## src/hw/rx_regs_pkg.sv

```systemverilog
package rx_regs_pkg;

    // register map
    localparam int unsigned ADDR_SOFT_RST = 0;
    localparam int unsigned ADDR_RX_RST   = 1;
    localparam int unsigned ADDR_STATUS   = 2;
    localparam int unsigned ADDR_SIZE_LO  = 3;
    localparam int unsigned ADDR_SIZE_HI  = 4; // latched on size low read
    localparam int unsigned ADDR_DEC_ERR  = 5;
    localparam int unsigned ADDR_LOST     = 6;

    // status register bits
    localparam int STAT_READY  = 0; // read only
    localparam int STAT_INVERT = 1;
    localparam int STAT_ENABLE = 2;

    localparam logic [7:0] VERSION = 8'd3; // returned at address 0

endpackage

```

## src/hw/rx_8b10b_pkg.sv

```systemverilog
package rx_8b10b_pkg;

    typedef logic [9:0] sym_t; // {a,b,c,d,e,i,f,g,h,j}, bit a goes on the line first

    localparam sym_t K28_5_NEG = 10'b001111_1010; // comma with running disparity minus
    localparam sym_t K28_5_POS = 10'b110000_0101;

    typedef struct packed {
        logic [7:0] data; // HGF EDCBA
        logic       k;    // control symbol
        logic       err;  // not a valid code
    } dec_result_t;

    // 6b to 5b, result is {valid, EDCBA}
    function automatic logic [5:0] dec_6b(input logic [5:0] abcdei);
        logic [5:0] res;
        case (abcdei)
            6'b100111, 6'b011000: res = {1'b1, 5'd0};
            6'b011101, 6'b100010: res = {1'b1, 5'd1};
            6'b101101, 6'b010010: res = {1'b1, 5'd2};
            6'b110001:            res = {1'b1, 5'd3};
            6'b110101, 6'b001010: res = {1'b1, 5'd4};
            6'b101001:            res = {1'b1, 5'd5};
            6'b011001:            res = {1'b1, 5'd6};
            6'b111000, 6'b000111: res = {1'b1, 5'd7};
            6'b111001, 6'b000110: res = {1'b1, 5'd8};
            6'b100101:            res = {1'b1, 5'd9};
            6'b010101:            res = {1'b1, 5'd10};
            6'b110100:            res = {1'b1, 5'd11};
            6'b001101:            res = {1'b1, 5'd12};
            6'b101100:            res = {1'b1, 5'd13};
            6'b011100:            res = {1'b1, 5'd14};
            6'b010111, 6'b101000: res = {1'b1, 5'd15};
            6'b011011, 6'b100100: res = {1'b1, 5'd16};
            6'b100011:            res = {1'b1, 5'd17};
            6'b010011:            res = {1'b1, 5'd18};
            6'b110010:            res = {1'b1, 5'd19};
            6'b001011:            res = {1'b1, 5'd20};
            6'b101010:            res = {1'b1, 5'd21};
            6'b011010:            res = {1'b1, 5'd22};
            6'b111010, 6'b000101: res = {1'b1, 5'd23};
            6'b110011, 6'b001100: res = {1'b1, 5'd24};
            6'b100110:            res = {1'b1, 5'd25};
            6'b010110:            res = {1'b1, 5'd26};
            6'b110110, 6'b001001: res = {1'b1, 5'd27};
            6'b001110:            res = {1'b1, 5'd28};
            6'b101110, 6'b010001: res = {1'b1, 5'd29};
            6'b011110, 6'b100001: res = {1'b1, 5'd30};
            6'b101011, 6'b010100: res = {1'b1, 5'd31};
            6'b001111, 6'b110000: res = {1'b1, 5'd28}; // K28
            default:              res = 6'b0;
        endcase
        return res;
    endfunction

    // 4b to 3b, result is {valid, HGF}
    function automatic logic [3:0] dec_4b(input logic [3:0] fghj);
        logic [3:0] res;
        case (fghj)
            4'b1011, 4'b0100: res = {1'b1, 3'd0};
            4'b1001:          res = {1'b1, 3'd1};
            4'b0101:          res = {1'b1, 3'd2};
            4'b1100, 4'b0011: res = {1'b1, 3'd3};
            4'b1101, 4'b0010: res = {1'b1, 3'd4};
            4'b1010:          res = {1'b1, 3'd5};
            4'b0110:          res = {1'b1, 3'd6};
            4'b1110, 4'b0001: res = {1'b1, 3'd7};
            4'b0111, 4'b1000: res = {1'b1, 3'd7}; // alternate 7
            default:          res = 4'b0;
        endcase
        return res;
    endfunction

    function automatic dec_result_t decode_symbol(input sym_t s);
        dec_result_t r;
        logic [5:0]  lo;
        logic [3:0]  hi;
        logic [3:0]  fghj;
        logic        k28;
        k28  = (s[9:4] == 6'b001111) || (s[9:4] == 6'b110000);
        // K28 with positive disparity carries the complemented 4b code
        fghj = (s[9:4] == 6'b110000) ? ~s[3:0] : s[3:0];
        lo   = dec_6b(s[9:4]);
        hi   = dec_4b(fghj);
        r.data = {hi[2:0], lo[4:0]};
        r.k    = k28;
        r.err  = !lo[5] || !hi[3];
        return r;
    endfunction

endpackage
```

## src/hw/rx_ifs.sv

```systemverilog
// receiver control and status
interface rx_ctrl_if;
    logic       enable;
    logic       invert;      // serial polarity swap
    logic       rx_rst;      // one cycle clear
    logic       ready;       // comma lock
    logic [7:0] dec_err_cnt; // saturating

    modport regs (
        output enable, invert, rx_rst,
        input  ready, dec_err_cnt
    );

    modport dec (
        input  enable, invert, rx_rst,
        output ready, dec_err_cnt
    );
endinterface

// record FIFO fill state
interface fifo_stat_if;
    logic [15:0] size;
    logic [7:0]  lost_cnt; // dropped records, saturating
    logic        full;
    logic        clear;

    modport regs (
        input  size, lost_cnt, full,
        output clear
    );

    modport fifo (
        output size, lost_cnt, full,
        input  clear
    );
endinterface

```

## src/hw/fei4_rx_top.sv

```systemverilog
module fei4_rx_top #(
    parameter int         ABUSWIDTH       = 16,
    parameter int         FIFO_DEPTH      = 16,
    parameter logic [7:0] DATA_IDENTIFIER = 8'h01
) (
    input  logic                 BUS_CLK,
    input  logic                 RST_FLAG,
    input  logic                 rx_data,
    input  logic [ABUSWIDTH-1:0] bus_add,
    input  logic [7:0]           bus_data_in,
    output logic [7:0]           bus_data_out,
    input  logic                 bus_wr,
    input  logic                 bus_rd,
    input  logic                 fifo_read,
    output logic                 fifo_empty,
    output logic [31:0]          fifo_data,
    output logic                 rx_ready,
    output logic                 rx_8b10b_decoder_err,
    output logic                 rx_fifo_overflow_err,
    output logic                 rx_fifo_full,
    output logic                 rx_enabled
);

    logic [23:0] record;
    logic        record_stb;

    rx_ctrl_if   ctrl_if ();
    fifo_stat_if stat_if ();

    assign rx_fifo_full = stat_if.full;

    rx_stream_decoder u_decoder (
        .BUS_CLK    (BUS_CLK),
        .RST_FLAG   (RST_FLAG),
        .rx_data    (rx_data),
        .ctrl       (ctrl_if.dec),
        .record     (record),
        .record_stb (record_stb)
    );

    rx_record_fifo #(
        .FIFO_DEPTH      (FIFO_DEPTH),
        .DATA_IDENTIFIER (DATA_IDENTIFIER)
    ) u_fifo (
        .BUS_CLK    (BUS_CLK),
        .RST_FLAG   (RST_FLAG),
        .record     (record),
        .record_stb (record_stb),
        .fifo_read  (fifo_read),
        .fifo_empty (fifo_empty),
        .fifo_data  (fifo_data),
        .stat       (stat_if.fifo)
    );

    rx_conf_regs #(
        .ABUSWIDTH (ABUSWIDTH)
    ) u_regs (
        .BUS_CLK              (BUS_CLK),
        .RST_FLAG             (RST_FLAG),
        .bus_add              (bus_add),
        .bus_data_in          (bus_data_in),
        .bus_wr               (bus_wr),
        .bus_rd               (bus_rd),
        .bus_data_out         (bus_data_out),
        .rx_ready             (rx_ready),
        .rx_8b10b_decoder_err (rx_8b10b_decoder_err),
        .rx_fifo_overflow_err (rx_fifo_overflow_err),
        .rx_enabled           (rx_enabled),
        .ctrl                 (ctrl_if.regs),
        .stat                 (stat_if.regs)
    );

endmodule

```

## src/hw/rx_conf_regs.sv

```systemverilog
module rx_conf_regs import rx_regs_pkg::*; #(
    parameter int ABUSWIDTH = 16
) (
    input  logic                 BUS_CLK,
    input  logic                 RST_FLAG,
    input  logic [ABUSWIDTH-1:0] bus_add,
    input  logic [7:0]           bus_data_in,
    input  logic                 bus_wr,
    input  logic                 bus_rd,
    output logic [7:0]           bus_data_out,
    output logic                 rx_ready,
    output logic                 rx_8b10b_decoder_err,
    output logic                 rx_fifo_overflow_err,
    output logic                 rx_enabled,
    rx_ctrl_if.regs              ctrl,
    fifo_stat_if.regs            stat
);

    logic       soft_rst_wr;
    logic       rx_rst_wr;
    logic       rst_req;
    logic       rst_req_q;
    logic       clear;       // receiver and FIFO clear
    logic [7:1] status_q;    // bit 0 is the live ready flag
    logic [7:0] status_rd;
    logic [7:0] size_hi_q;

    assign soft_rst_wr = bus_wr && (bus_add == ABUSWIDTH'(ADDR_SOFT_RST));
    assign rx_rst_wr   = bus_wr && (bus_add == ABUSWIDTH'(ADDR_RX_RST));
    assign rst_req     = soft_rst_wr || rx_rst_wr;

    assign ctrl.enable = status_q[STAT_ENABLE];
    assign ctrl.invert = status_q[STAT_INVERT];
    assign ctrl.rx_rst = clear;
    assign stat.clear  = clear;
    assign rx_enabled  = status_q[STAT_ENABLE];

    always_comb begin
        status_rd             = {status_q, 1'b0};
        status_rd[STAT_READY] = ctrl.ready;
    end

    // rising edge of a reset write gives one pulse
    always_ff @(posedge BUS_CLK) begin
        if (RST_FLAG) begin
            rst_req_q <= 1'b0;
            clear     <= 1'b0;
        end else begin
            rst_req_q <= rst_req;
            clear     <= rst_req && !rst_req_q;
        end
    end

    always_ff @(posedge BUS_CLK) begin
        if (RST_FLAG || soft_rst_wr) begin
            status_q <= '0; // receiver off
        end else if (bus_wr && bus_add == ABUSWIDTH'(ADDR_STATUS)) begin
            status_q <= bus_data_in[7:1];
        end
    end

    always_ff @(posedge BUS_CLK) begin
        if (bus_rd) begin
            case (bus_add)
                ABUSWIDTH'(ADDR_SOFT_RST): bus_data_out <= VERSION;
                ABUSWIDTH'(ADDR_STATUS):   bus_data_out <= status_rd;
                ABUSWIDTH'(ADDR_SIZE_LO):  bus_data_out <= stat.size[7:0];
                ABUSWIDTH'(ADDR_SIZE_HI):  bus_data_out <= size_hi_q;
                ABUSWIDTH'(ADDR_DEC_ERR):  bus_data_out <= ctrl.dec_err_cnt;
                ABUSWIDTH'(ADDR_LOST):     bus_data_out <= stat.lost_cnt;
                default:                   bus_data_out <= 8'h00;
            endcase
        end
    end

    // high byte snapshot so both halves belong to the same count
    always_ff @(posedge BUS_CLK) begin
        if (bus_rd && bus_add == ABUSWIDTH'(ADDR_SIZE_LO)) begin
            size_hi_q <= stat.size[15:8];
        end
    end

    always_ff @(posedge BUS_CLK) begin
        if (RST_FLAG) begin
            rx_ready             <= 1'b0;
            rx_8b10b_decoder_err <= 1'b0;
            rx_fifo_overflow_err <= 1'b0;
        end else begin
            rx_ready             <= ctrl.ready;
            rx_8b10b_decoder_err <= |ctrl.dec_err_cnt;
            rx_fifo_overflow_err <= |stat.lost_cnt;
        end
    end

    a_clear_single: assert property (
        @(posedge BUS_CLK) disable iff (RST_FLAG)
        clear |=> !clear
    ) else $error("clear pulse longer than one cycle");

endmodule

```

## src/hw/rx_record_fifo.sv

```systemverilog
module rx_record_fifo #(
    parameter int         FIFO_DEPTH      = 16,
    parameter logic [7:0] DATA_IDENTIFIER = 8'h01
) (
    input  logic        BUS_CLK,
    input  logic        RST_FLAG,
    input  logic [23:0] record,
    input  logic        record_stb,
    input  logic        fifo_read,
    output logic        fifo_empty,
    output logic [31:0] fifo_data,
    fifo_stat_if.fifo   stat
);

    localparam int AW = $clog2(FIFO_DEPTH);

    logic [23:0]   mem [FIFO_DEPTH];
    logic [AW-1:0] wr_ptr;
    logic [AW-1:0] rd_ptr;
    logic [15:0]   count;
    logic [7:0]    lost;
    logic          full;
    logic          push;
    logic          pop;

    assign full       = (count == 16'(FIFO_DEPTH));
    assign fifo_empty = (count == 16'd0);
    assign push       = record_stb && !full; // no back-pressure, excess is lost
    assign pop        = fifo_read && !fifo_empty;
    assign fifo_data  = {DATA_IDENTIFIER, mem[rd_ptr]}; // head word, fall through

    assign stat.size     = count;
    assign stat.full     = full;
    assign stat.lost_cnt = lost;

    always_ff @(posedge BUS_CLK) begin
        if (RST_FLAG || stat.clear) begin
            wr_ptr <= '0;
            rd_ptr <= '0;
            count  <= '0;
        end else begin
            if (push) begin
                wr_ptr <= wr_ptr + 1'b1; // depth is a power of two, wraps
            end
            if (pop) begin
                rd_ptr <= rd_ptr + 1'b1;
            end
            case ({push, pop})
                2'b10:   count <= count + 16'd1;
                2'b01:   count <= count - 16'd1;
                default: count <= count;
            endcase
        end
    end

    always_ff @(posedge BUS_CLK) begin
        if (push) begin
            mem[wr_ptr] <= record;
        end
    end

    always_ff @(posedge BUS_CLK) begin
        if (RST_FLAG || stat.clear) begin
            lost <= '0;
        end else if (record_stb && full && lost != 8'hff) begin
            lost <= lost + 8'd1;
        end
    end

    a_size_bound: assert property (
        @(posedge BUS_CLK) disable iff (RST_FLAG)
        stat.size <= 16'(FIFO_DEPTH)
    ) else $error("FIFO size above depth");

endmodule

```

## src/hw/rx_stream_decoder.sv

```systemverilog
module rx_stream_decoder import rx_8b10b_pkg::*; (
    input  logic        BUS_CLK,
    input  logic        RST_FLAG,
    input  logic        rx_data,
    rx_ctrl_if.dec      ctrl,
    output logic [23:0] record,
    output logic        record_stb
);

    logic        bit_in;      // polarity corrected
    sym_t        window;
    sym_t        next_window; // window including the current bit
    logic        is_comma;
    logic [3:0]  bit_cnt;     // bit position inside the symbol
    logic [1:0]  byte_cnt;    // data bytes of the partial record
    logic [15:0] rec_hold;
    logic        ready;
    logic [7:0]  err_cnt;
    logic        sym_done;    // tenth bit of an aligned symbol
    logic        data_byte;
    dec_result_t dec;

    assign bit_in      = rx_data ^ ctrl.invert;
    assign next_window = {window[8:0], bit_in};
    assign is_comma    = (next_window == K28_5_NEG) || (next_window == K28_5_POS);
    assign sym_done    = ctrl.enable && ready && (bit_cnt == 4'd9);
    assign dec         = decode_symbol(next_window);
    assign data_byte   = sym_done && !dec.err && !dec.k;

    assign ctrl.ready       = ready;
    assign ctrl.dec_err_cnt = err_cnt;

    // comma search, then fixed 10-bit framing
    always_ff @(posedge BUS_CLK) begin
        if (RST_FLAG || ctrl.rx_rst) begin
            window  <= '0;
            ready   <= 1'b0;
            bit_cnt <= '0;
        end else if (ctrl.enable) begin
            window <= next_window;
            if (!ready) begin
                if (is_comma) begin
                    ready   <= 1'b1;
                    bit_cnt <= '0; // next bit starts a symbol
                end
            end else if (bit_cnt == 4'd9) begin
                bit_cnt <= '0;
            end else begin
                bit_cnt <= bit_cnt + 4'd1;
            end
        end
    end

    // record framing and error count
    always_ff @(posedge BUS_CLK) begin
        if (RST_FLAG || ctrl.rx_rst) begin
            byte_cnt   <= '0;
            err_cnt    <= '0;
            record_stb <= 1'b0;
        end else begin
            record_stb <= 1'b0;
            if (ctrl.enable && !ready && is_comma) begin
                byte_cnt <= '0;
            end else if (sym_done) begin
                if (dec.err) begin
                    byte_cnt <= '0; // partial record is dropped
                    if (err_cnt != 8'hff) begin
                        err_cnt <= err_cnt + 8'd1;
                    end
                end else if (dec.k) begin
                    byte_cnt <= '0;
                end else if (byte_cnt == 2'd2) begin
                    byte_cnt   <= '0;
                    record_stb <= 1'b1;
                end else begin
                    byte_cnt <= byte_cnt + 2'd1;
                end
            end
        end
    end

    // first byte ends up in the top of the record
    always_ff @(posedge BUS_CLK) begin
        if (data_byte) begin
            if (byte_cnt == 2'd2) begin
                record <= {rec_hold, dec.data};
            end else begin
                rec_hold <= {rec_hold[7:0], dec.data};
            end
        end
    end

    // no record leaves while the receiver is disabled
    a_stb_needs_enable: assert property (
        @(posedge BUS_CLK) disable iff (RST_FLAG)
        record_stb |-> ctrl.enable
    ) else $error("record strobe while receiver disabled");

endmodule

```

## config.mk

```make
export PLATFORM = sky130hd
export DESIGN_NAME = fei4_rx_top
export DESIGN_NICKNAME = d
export VERILOG_FILES = /design/src/hw/rx_regs_pkg.sv /design/src/hw/rx_8b10b_pkg.sv /design/src/hw/rx_ifs.sv /design/src/hw/fei4_rx_top.sv /design/src/hw/rx_conf_regs.sv /design/src/hw/rx_record_fifo.sv /design/src/hw/rx_stream_decoder.sv
export SDC_FILE = /design/constraint.sdc
export NUM_CORES = 1
export LEC_CHECK = 0
export BUFFER_PORTS_ARGS = -buffer_cell sky130_fd_sc_hd__buf_2
export CORE_MARGIN = 4
export CORE_UTILIZATION = 52
export DETAILED_ROUTE_END_ITERATION = 8
export HOLD_SLACK_MARGIN = 0.08
export PLACE_DENSITY_LB_ADDON = 0.05
export SYNTH_ARGS = -nofsm -noshare
export SYNTH_HDL_FRONTEND = slang
export SYNTH_HIERARCHICAL = 1
export SYNTH_SLANG_ARGS = --single-unit
```

## constraint.sdc

```tcl
create_clock -name BUS_CLK -period 4.3 [get_ports BUS_CLK]
set_input_delay 0.645 -clock BUS_CLK [delete_from_list [all_inputs] [get_ports BUS_CLK]]
set_output_delay 0.645 -clock BUS_CLK [all_outputs]
set_load 0.1 [all_outputs]
```

After elaboration in Yosys (flattened, before gate mapping)
Memories as Yosys holds them, arrays and structs flattened. A register that Yosys moved wholly into a read port is not among the register bits. Index checks and enable logic that the tools add are counted.

Register bits after elaboration: 125. Word-level logic and storage cells: 112. Bits of input ports: 30. Memories kept: 3. Bits in read-only memories: 448. Bits in writable memories: 384. Output and inout port bits: 46.

Reductions and logical operators: 41. Add/subtract/negate cells: 8. Multiplexer cells: 18. Eq/ne operators: 17. Bitwise logic cells: 5.

Memories: (name not given) (words 64, bits a word 6, rd ports 1, clocked after Yosys merged registers in 1, write ports 0, line rx_8b10b_pkg.sv:17) `case (abcdei)`; u_fifo.mem (words 16, bits a word 24, rd ports 1, clocked after Yosys merged registers in 1, write ports 1, line rx_record_fifo.sv:17) `logic [23:0] mem [FIFO_DEPTH];`; (name not given) (words 16, bits a word 4, rd ports 1, clocked after Yosys merged registers in 0, write ports 0, line rx_8b10b_pkg.sv:59) `case (fghj)`.

Operator list (number): 16-bit by 3-bit == test with 1-bit output (second input constant) (3); 8-bit one-hot mux with 6 select lines (1); 16-bit by 2-bit == test with 1-bit output (second input constant) (2); 16-bit logical NOT (2); 16-bit one-hot mux with 2 select lines (1); 4-bit two-way mux (6); 16-bit by 1-bit adder with 16-bit output (second input constant) (1); 8-bit by 1-bit adder with 8-bit output (second input constant) (2); 16-bit by 1-bit == test with 1-bit output (second input constant) (1); 16-bit by 5-bit == test with 1-bit output (second input constant) (1); 8-bit != test (second input constant) (2); 8-bit OR reduction (2); 16-bit by 1-bit subtractor with 16-bit output (second input constant) (1); 1-bit logical AND (15); 4-bit by 1-bit adder with 4-bit output (second input constant) (3); 6-bit two-way mux (2); 10-bit == test (second input constant) (1); 10-bit by 8-bit == test with 1-bit output (second input constant) (1); 1-bit logical NOT (8); 6-bit by 4-bit == test with 1-bit output (second input constant) (1); 6-bit == test (second input constant) (1); 1-bit logical OR (6); 2-bit two-way mux (3); 2-bit AND reduction (3); 12 further kinds (20).

Logic depth before layout (Yosys ltp)
Gate-level depths: netlist of the first run. An unclocked memory read counts as a cell.

Word-level depth: 10. Mapped depth: 15. Mapped depth without buffers: 14.

Modules after synthesis
The synthesis of the first run kept the hierarchy.

Modules (own cells, without submodules): rx_record_fifo (area each 16679.7 um^2, cells each 808, times used 1, seq. area each 12251.8 um^2); rx_stream_decoder (area each 3684.8 um^2, cells each 353, times used 1, seq. area each 1821.7 um^2); rx_conf_regs (area each 1405.1 um^2, cells each 128, times used 1, seq. area each 720.7 um^2).

Worst setup path after synthesis of the first run
Ideal clock, no wire load.

Kind: register -> register. Start: reg u_fifo.count[0], in the netlist u_fifo/stat.size[0]. End: reg u_fifo.count[14], in the netlist u_fifo/stat.size[14]. Arrival: 5.512 ns. Setup slack: -1.334 ns. Stages on the path, launching flop included: 15. Library setup time: 0.122 ns. Required time: 4.178 ns. Clock period less this slack: 5.634 ns. Buffers on the path: 1. Path through: dfxtp_1 nor4_2 nand3_2 nor3b_1 nor2b_1 clkbuf_1 ha_1 fa_1 a211oi_1 o21bai_1 a221o_1 a21oi_1 o31a_1 nor4_1 nand3b_1.

Longest elaborated chain between the ends: 5. Elaborated cells on any way between the ends: 12. Those cells by class: add/sub (2); eq/ne (3); mux (1); reduce/logical (6).

RTL lines: start: declaration (line rx_record_fifo.sv:20) `logic [15:0] count;`; start signal: assignment (line rx_record_fifo.sv:49) `2'b10: count <= count + 16'd1;`; start signal: assignment (line rx_record_fifo.sv:50) `2'b01: count <= count - 16'd1;`; start signal: assignment (line rx_record_fifo.sv:51) `default: count <= count;`; 16-bit logical NOT (*) (line rx_record_fifo.sv:27) `assign fifo_empty = (count == 16'd0);`; named net fifo_empty (line fei4_rx_top.sv:15) `output logic fifo_empty,`; 1-bit logical NOT (*) (line rx_record_fifo.sv:29) `assign pop = fifo_read && !fifo_empty;`; 1-bit logical AND (*) (line rx_record_fifo.sv:29); named net u_fifo.pop (line rx_record_fifo.sv:24) `logic pop;`; 2-bit by 1-bit == test with 1-bit output or 2-bit == test (tied branches) (line rx_record_fifo.sv:48) `case ({push, pop})`; 16-bit one-hot mux with 2 select lines or 2-bit nonzero test (tied branches).

Mark *: on every way through the listed nets, which the timed path passes. The rest lies on a longest branch. A chain may end at the register's enable or synchronous reset.

==> results_dict.tcl, run 1 <==
set metrics [dict create \
    fin_crit_sh_pct 87.8 \
    critPathLaunchType "flop" \
    power_density_nw_per_um2 515 \
    reg2regPathDepth 13 \
    final_cell_mix "edfxtp_1 (440), mux4_2 (120), dfxtp_1 (75)" \
    drc 0 \
    skew_ns 0.0184 \
    worstPathArrival_ns 3.13 \
    numPortBuffers 66 \
    gp_congestion 0.818 \
    whs_ns 0.322 \
    hold_path.class "primary input to flop" \
    clkSlewWorstSetupHoldPaths_ns 0.06 \
    viasPerCell 6.11 \
    synth.avg_cell_area_sq_um 16.9 \
    place_inst 1845 \
    coreArea_sq_um 41100 \
    slew_headroom_pct 24.7 \
    hold_viol_final 0 \
    dr.pass1.iters 5 \
    wirelength_um 47200 \
    ys_async_sr_fraction_pct 0 \
    crit_path_end_kind "output pin" \
    h-tree-depth 2 \
    n_antenna_cell 0 \
    cts_buffer_depth 3 \
    synth_area_sq_um 21800 \
    overflow 0 \
    drv_cap 0 \
    drive_gt1_share_pct 25.0 \
    p_leak_uw 0.00800 \
    dr_total_vias 11800 \
    die_w_um 213 \
    clock_latency_ns 0.58 \
    ys_seq_elements 519 \
    grt_pass1_wl_um 72200 \
    track_usage_pct 21.4 \
    fmax_mhz 265 \
    rsz0062_at_grt "no" \
    cts_hold_buffers 0 \
    yosys_warnings 6 \
    final_common_cell "edfxtp_1" \
    post_cts_buffers 0 \
    wl_per_cell_um 24.3 \
    cp_max_fo 23 \
    rrSetupSlack_ns 0.54 \
    synth.distinct_cells 91 \
    finalSetupViolations 0 \
    rows 74 \
    r2r-end "u_fifo/stat.size[14]" \
    pin_count 76 \
    syn2layout_area_growth_pct 12.0 \
    setup_tns_ns 0 \
    grt_pass1_vias 11700 \
    initialDrtViolationCount 923 \
    dp_hpwl_um 28400 \
    grt_antenna_before_repair 0 \
    ant_nets 0 \
    start_util_pct 53.0 \
    cts-root-buf "clkbuf_16" \
    ys_seq_area_share_pct 68.0 \
    cts_tree "built" \
    nets 1430 \
    outcome "finished clean" \
    postSynthCellCount 1289 \
    irDropWorstVdd_mv 0.295 \
    die_area_sq_um 45200 \
    layoutNonFillerInstCount 1938 \
    period_needed_ns 3.78 \
    required_ns 3.65 \
    cts.sinks 519 \
    crit_type "flop to output pin" \
    worst_slew_pin_slew_ns 1.13 \
    r2r_start "u_fifo/stat.size[0]" \
    cts_resized 0 \
    maxSlewViolCount 0 \
    die_h_um 213 \
    grt_max_degree 36 \
    crit_end "fifo_data[6]" \
    cts_inserted_buffers 52 \
    synth_edf_count 440 \
    synth_ff_type "edfxtp_1" \
]
-- stage by stage --
| step | power [uW] | utilization (%) | instance area, sq um | setup slack (ns) |
|---|---|---|---|---|
| floorplan | 7940 | - | 21800 | 0.0569 |
| global placement | 8400 | 55.4 | 22800 | 0.526 |
| detailed placement | 8410 | 55.4 | 22800 | 0.517 |
| CTS | 12700 | 59.3 | 24400 | 0.408 |
| global route | 13100 | 59.3 | 24400 | 0.203 |
| finish | 12600 | 59.3 | 24400 | 0.524 |
-- metal layers --
layer,wire [um],vias to the layer above,share of wire [%],GRT usage [%]
li1,-,5343,-,-
met1,20300,6122,43,29.5
met2,23900,312,51,36.5
met3,1980,58,4.2,2.91
met4,906,0,1.9,5.53
met5,0,-,0,0
-- logic make-up after synthesis --
group	after synthesis	share of synthesized area (%)
adders and majority gates	33	1.93
and+or+nand+nor	262	6.56
xor gates and xnor gates	29	1.25
buffers and inverters	105	2.40
AOI/OAI and AO/OA	187	5.87
other	2	0.0345
DFF	519	68.0
muxes	152	14.0
-- cell usage after synthesis, drive strengths merged, types with 13 or more instances --
| library cell | number | area share [%] |
|---|---|---|
| a211oi | 13 | 0.51 |
| a21oi | 51 | 1.2 |
| buf | 44 | 1.3 |
| clkbuf | 33 | 0.57 |
| dfxtp | 79 | 7.3 |
| edfxtp | 440 | 61 |
| ha | 32 | 1.8 |
| inv | 28 | 0.51 |
| mux2i | 24 | 1.2 |
| mux4 | 120 | 12 |
| nand2 | 38 | 0.68 |
| nand3 | 27 | 0.67 |
| nand4 | 20 | 0.57 |
| nor2 | 75 | 1.3 |
| nor3 | 20 | 0.51 |
| nor4 | 16 | 0.59 |
| o21ai | 40 | 0.92 |
| xnor2 | 15 | 0.69 |
| xor2 | 14 | 0.56 |
-- flip-flops by register name, indices dropped and copies added, names as in the netlist, 9 cells and up, named ones only --
name                count
u_fifo/mem            384
u_fifo/stat.size       16
u_decoder/window        9
u_decoder/record       24
u_decoder/rec_hold     16
-- how the worst min path moves through the flow --
stage	startpoint	endpoint	slack, ns	cells past startpoint
after floorplan	u_regs/rst_req_q	u_regs/ctrl.rx_rst	0.37	1
after global placement	u_regs/rst_req_q	u_regs/ctrl.rx_rst	0.38	1
after detailed placement	u_regs/rst_req_q	u_regs/ctrl.rx_rst	0.38	1
after CTS	bus_data_in[4]	u_regs/status_q[4]	0.28	3
after global routing	bus_data_in[4]	u_regs/status_q[4]	0.31	3
final	bus_data_in[4]	u_regs/status_q[4]	0.32	3
-- critical path, stage by stage, from the launching register on --
cell and delay, ns:
dfxtp_4 0.67, buf_4 0.43, mux4_2 0.56, mux4_2 0.54, buf_2 0.32
-- where the power goes --
part / internal (uW) / switching [uW]
Clock: 2480 / 1820
Combinational: 1070 / 1520
Sequential: 5480 / 210
-- cell type report --
class,instances,area [sq um]
Inverter,28,110
Multi-Input combinational cell,671,6610
Sequential cell,519,14800
Tap cell,532,666
Fill cell,3168,16700
Timing Repair Buffer,95,586
Clock buffer,75,1460
Clock inverter,18,153
No activity file was read; power rests on OpenSTA's default activity.
==> inputs of run 2 (changes only) <==
Settings changed: SKIP_CTS_REPAIR_TIMING set to 1.
Clock period 4.3 ns to 4.8 ns, I/O delays scaled along.
==> results_dict.tcl, run 2 (synthesized netlist as in run 1, its figures left out) <==
set metrics [dict create \
    irDropWorstVdd_mv 0.345 \
    dp_slack_ns 1.03 \
    worst_slew_pin_slew_ns 1.18 \
    reg2regPathDepth 13 \
    cts-root-buf "clkbuf_16" \
    start_util_pct 53.0 \
    hold_viol_final 0 \
    drive_gt1_share_pct 24.6 \
    largest_reg_flops 384 \
    die_h_um 213 \
    r2r_start "u_fifo/stat.size[0]" \
    critPathMaxStageDelay_ns 0.47 \
    hold_path.class "flop to flop" \
    p_leak_uw 0.00801 \
    outcome "finished clean" \
    required_ns 5.27 \
    period_needed_ns 3.80 \
    die_area_sq_um 45200 \
    cp_top_family "compound AO/OA/AOI/OAI gates" \
    hold_end "u_regs/ctrl.rx_rst" \
    fmax_mhz 263 \
    n_antenna_cell 0 \
    overflow 0 \
    die_w_um 213 \
    dp_hpwl_um 26800 \
    slew_headroom_pct 21.1 \
    hold_path_depth 1 \
    setup_tns_ns 0 \
    grt_pass1_wl_um 71300 \
    largest_registers "u_fifo/mem x384, u_decoder/record x24" \
    worstPathArrival_ns 4.27 \
    syn2layout_area_growth_pct 12.2 \
    numPortBuffers 66 \
    grt_max_degree 74 \
    crit_buf_inv 0 \
    rsz0062_at_grt "no" \
    track_usage_pct 21.0 \
    skew_ns 0.0138 \
    maxSlewViolCount 0 \
    wirelength_um 46600 \
    drc 0 \
    largest-register "u_fifo/mem" \
    coreArea_sq_um 41100 \
    min_from "u_regs/rst_req_q" \
    initialDrtViolationCount 791 \
    fin_crit_sh_pct 79.1 \
    whs_ns 0.399 \
    gp_congestion 0.826 \
    pin_count 76 \
    dr_total_vias 11600 \
    rows 74 \
    clkSlewWorstSetupHoldPaths_ns 0.06 \
    grt_antenna_before_repair 0 \
    n_fill_cell 3154 \
    cts_buffer_depth 3 \
    clock_latency_ns 0.59 \
    crit_path_end_kind "flop" \
    wl_per_cell_um 24.2 \
    crit_type "flop to flop" \
    final_common_cell "edfxtp_1" \
    h-tree-depth 2 \
    grt_pass1_vias 11700 \
    finalSetupViolations 0 \
    viasPerCell 6.03 \
    critPathSlowestCell "fa_1" \
    critPathLaunchType "flop" \
    drv_cap 0 \
    dr.pass1.iters 5 \
    final_cell_mix "edfxtp_1 (440), mux4_2 (120), dfxtp_1 (76)" \
    rrSetupSlack_ns 1.00 \
    power_density_nw_per_um2 470 \
    cp_cell_sequence "nor4_2, nand3_2, nor3b_2, nor2b_1, ha_1, fa_1, a211oi_1, o21bai_1, a221o_1, a21oi_1, o31a_1, nor4_1, nand3b_1" \
    cts_tree "built" \
    cts.sinks 519 \
    cts_inserted_buffers 52 \
    cp_max_fo 8 \
    setup_slack_ns 1.00 \
    nets 1418 \
    r2r-end "u_fifo/stat.size[14]" \
    ant_nets 0 \
]
[run 2: layer usage]
metal | wire (um) | vias up | GRT usage (%)
met1 | 20100 | 5982 | 29.1
met3 | 2000 | 58 | 2.79
met2 | 23700 | 283 | 35.5
met5 | 0 | - | 0
met4 | 895 | 0 | 5.60
li1 | - | 5312 | -
[run 2: cell type report]
class	count	area [sq um]	area share (%)
well taps	532	666	2.73
multi-input cells	671	6600	27.0
inverters	28	110	0.451
clock buffers	66	1390	5.71
flip-flops and latches	519	14800	60.6
clock inverters	31	338	1.38
repair buffers	83	508	2.08
[run 2: per-stage QoR]
step           power [uW]  util (%)  instances  instance area, sq um
3_5_place_dp         7530      55.2       1833                 22700
5_1_grt             12000      59.4       1930                 24400
4_1_cts             11600      59.4       1930                 24400
6_report            11500      59.4       1930                 24400
3_3_place_gp         7520      55.2       1833                 22700
2_1_floorplan        7100         -       1295                 21800
[run 2: power by group]
part	internal, uW	leakage [uW]	switching [uW]
logic	946	0.00242	1370
clock network	2430	0.000855	1650
registers	4910	0.00473	188
total	8280	0.00801	3210
[run 2: worst max-delay path by stage]
stage / start / depth (start not counted) / end
finish: u_fifo/stat.size[0] / 13 / u_fifo/stat.size[14]
global route: u_fifo/stat.size[0] / 13 / u_fifo/stat.size[14]
CTS: flop / 4 / fifo_data[4]
detailed placement: u_fifo/stat.size[0] / 13 / u_fifo/stat.size[14]
global placement: u_fifo/stat.size[0] / 13 / u_fifo/stat.size[14]
floorplan: u_fifo/stat.size[0] / 15 / u_fifo/stat.size[14]
==> inputs of run 3 (changes only) <==
Clock period 4.8 ns to 3.8 ns, I/O delays scaled along.
==> results_dict.tcl, run 3 (synthesized netlist as in run 1, its figures left out) <==
set metrics [dict create \
    skew_ns 0.0117 \
    h-tree-depth 2 \
    coreArea_sq_um 41100 \
    final_common_cell "edfxtp_1" \
    cp_max_fo 17 \
    p_leak_uw 0.00814 \
    wirelength_um 47300 \
    die_w_um 213 \
    grt_pass1_wl_um 72500 \
    rows 74 \
    whs_ns 0.251 \
    dr_total_vias 11900 \
    drive_gt1_share_pct 26.2 \
    critPathLaunchType "flop" \
    cts-root-buf "clkbuf_16" \
    hold_path.class "primary input to flop" \
    grt_antenna_before_repair 0 \
    required_ns 4.24 \
    syn2layout_area_growth_pct 13.6 \
    worst_slew_pin_slew_ns 0.847 \
    clock_latency_ns 0.59 \
    grt_pass1_vias 11900 \
    dr.pass1.iters 5 \
    finalPower_uw 14600 \
    gp_congestion 0.835 \
    track_usage_pct 21.4 \
    start_util_pct 53.0 \
    viasPerCell 6.07 \
    grt_max_degree 59 \
    worstPathArrival_ns 3.93 \
    slew_headroom_pct 43.4 \
    ant_nets 0 \
    crit_type "flop to flop" \
    maxSlewViolCount 0 \
    largest_registers "u_fifo/mem x384, u_decoder/record x24" \
    dp_hpwl_um 29000 \
    cp_top_family "simple AND/OR/NAND/NOR gates" \
    cts.sinks 519 \
    power_density_nw_per_um2 591 \
    n_fill_cell 3143 \
    period_needed_ns 3.49 \
    critPathSlowestCell "fa_2" \
    outcome "finished clean" \
    cts_buffer_depth 3 \
    cp_cell_sequence "nor4_2, nand3_2, nor3b_4, nor2b_1, ha_4, fa_2, a211oi_2, o21bai_1, a41oi_1, o21ai_0, xor2_1, mux2i_1, nor2_1" \
    largest_reg_flops 384 \
    fmax_mhz 286 \
    crit_path_end_kind "flop" \
    wl_per_cell_um 24.2 \
    hold_viol_final 0 \
    nets 1442 \
    overflow 0 \
    finalSetupViolations 0 \
    numPortBuffers 66 \
    pin_count 76 \
    fin_crit_sh_pct 91.9 \
    drc 0 \
    largest-register "u_fifo/mem" \
    fin_util_pct 60.1 \
    n_antenna_cell 0 \
    drv_cap 0 \
    critPathMaxStageDelay_ns 0.42 \
    clkSlewWorstSetupHoldPaths_ns 0.06 \
    cts_inserted_buffers 53 \
    cts_tree "built" \
    final_cell_mix "edfxtp_1 (440), mux4_2 (120), dfxtp_1 (74)" \
    rsz0062_at_grt "no" \
    crit_buf_inv 0 \
    die_h_um 213 \
    die_area_sq_um 45200 \
    irDropWorstVdd_mv 0.364 \
    initialDrtViolationCount 971 \
]
==> run 3: metal layers <==
layer,share of wire (%),track usage [%],vias up
li1,-,-,5366
met4,1.6,4.86,0
met2,50,35.5,327
met3,4.7,3.01,60
met1,44,30.6,6111
met5,0,0,-
==> run 3: area by class of cell <==
cell class / instances / area [sq um] / share of cell area (%)
clock buffers: 68 / 1420 / 5.76
clock inverters: 30 / 314 / 1.27
inverters: 28 / 110 / 0.445
multi-input cells: 671 / 6670 / 27.0
flip-flops and latches: 519 / 14800 / 59.9
well taps: 532 / 666 / 2.69
repair buffers: 106 / 731 / 2.96
==> run 3: power breakdown <==
| group | switching [uW] | internal (uW) | total [uW] |
|---|---|---|---|
| Sequential | 147 | 6200 | 6340 |
| Combinational | 1860 | 1260 | 3120 |
| Clock | 2100 | 3050 | 5150 |
| Total | 4110 | 10500 | 14600 |
==> run 3: path summary, 6_finish.rpt <==
| path | start | end | slack, ns | cells after the start |
|---|---|---|---|---|
| worst max-delay path | u_fifo/stat.size[1] | u_fifo/stat.size[12] | 0.31 | 13 |
| worst min-delay path | bus_data_in[6] | u_regs/status_q[6] | 0.25 | 3 |
| worst max register to register | u_fifo/stat.size[1] | u_fifo/stat.size[12] | 0.31 | 13 |
| worst min register to register | u_regs/rst_req_q | u_regs/ctrl.rx_rst | 0.39 | 1 |
==> run 3: worst min-delay path, stage by stage <==
cell,delay (ns)
buf_2,0.10
nand4_1,0.06
a21oi_1,0.06
==> run 3: through the flow <==
stage / setup TNS, ns / cells / instance area (sq um) / worst slack, ns
final: 0 / 1954 / 24700 / 0.308
after global routing: 0 / 1954 / 24700 / 0.0693
after CTS: 0 / 1954 / 24700 / 0.298
after detailed placement: 0 / 1856 / 23000 / 0.317
after global placement: 0 / 1856 / 23000 / 0.387
after floorplan: -0.0821 / 1295 / 21900 / -0.0821
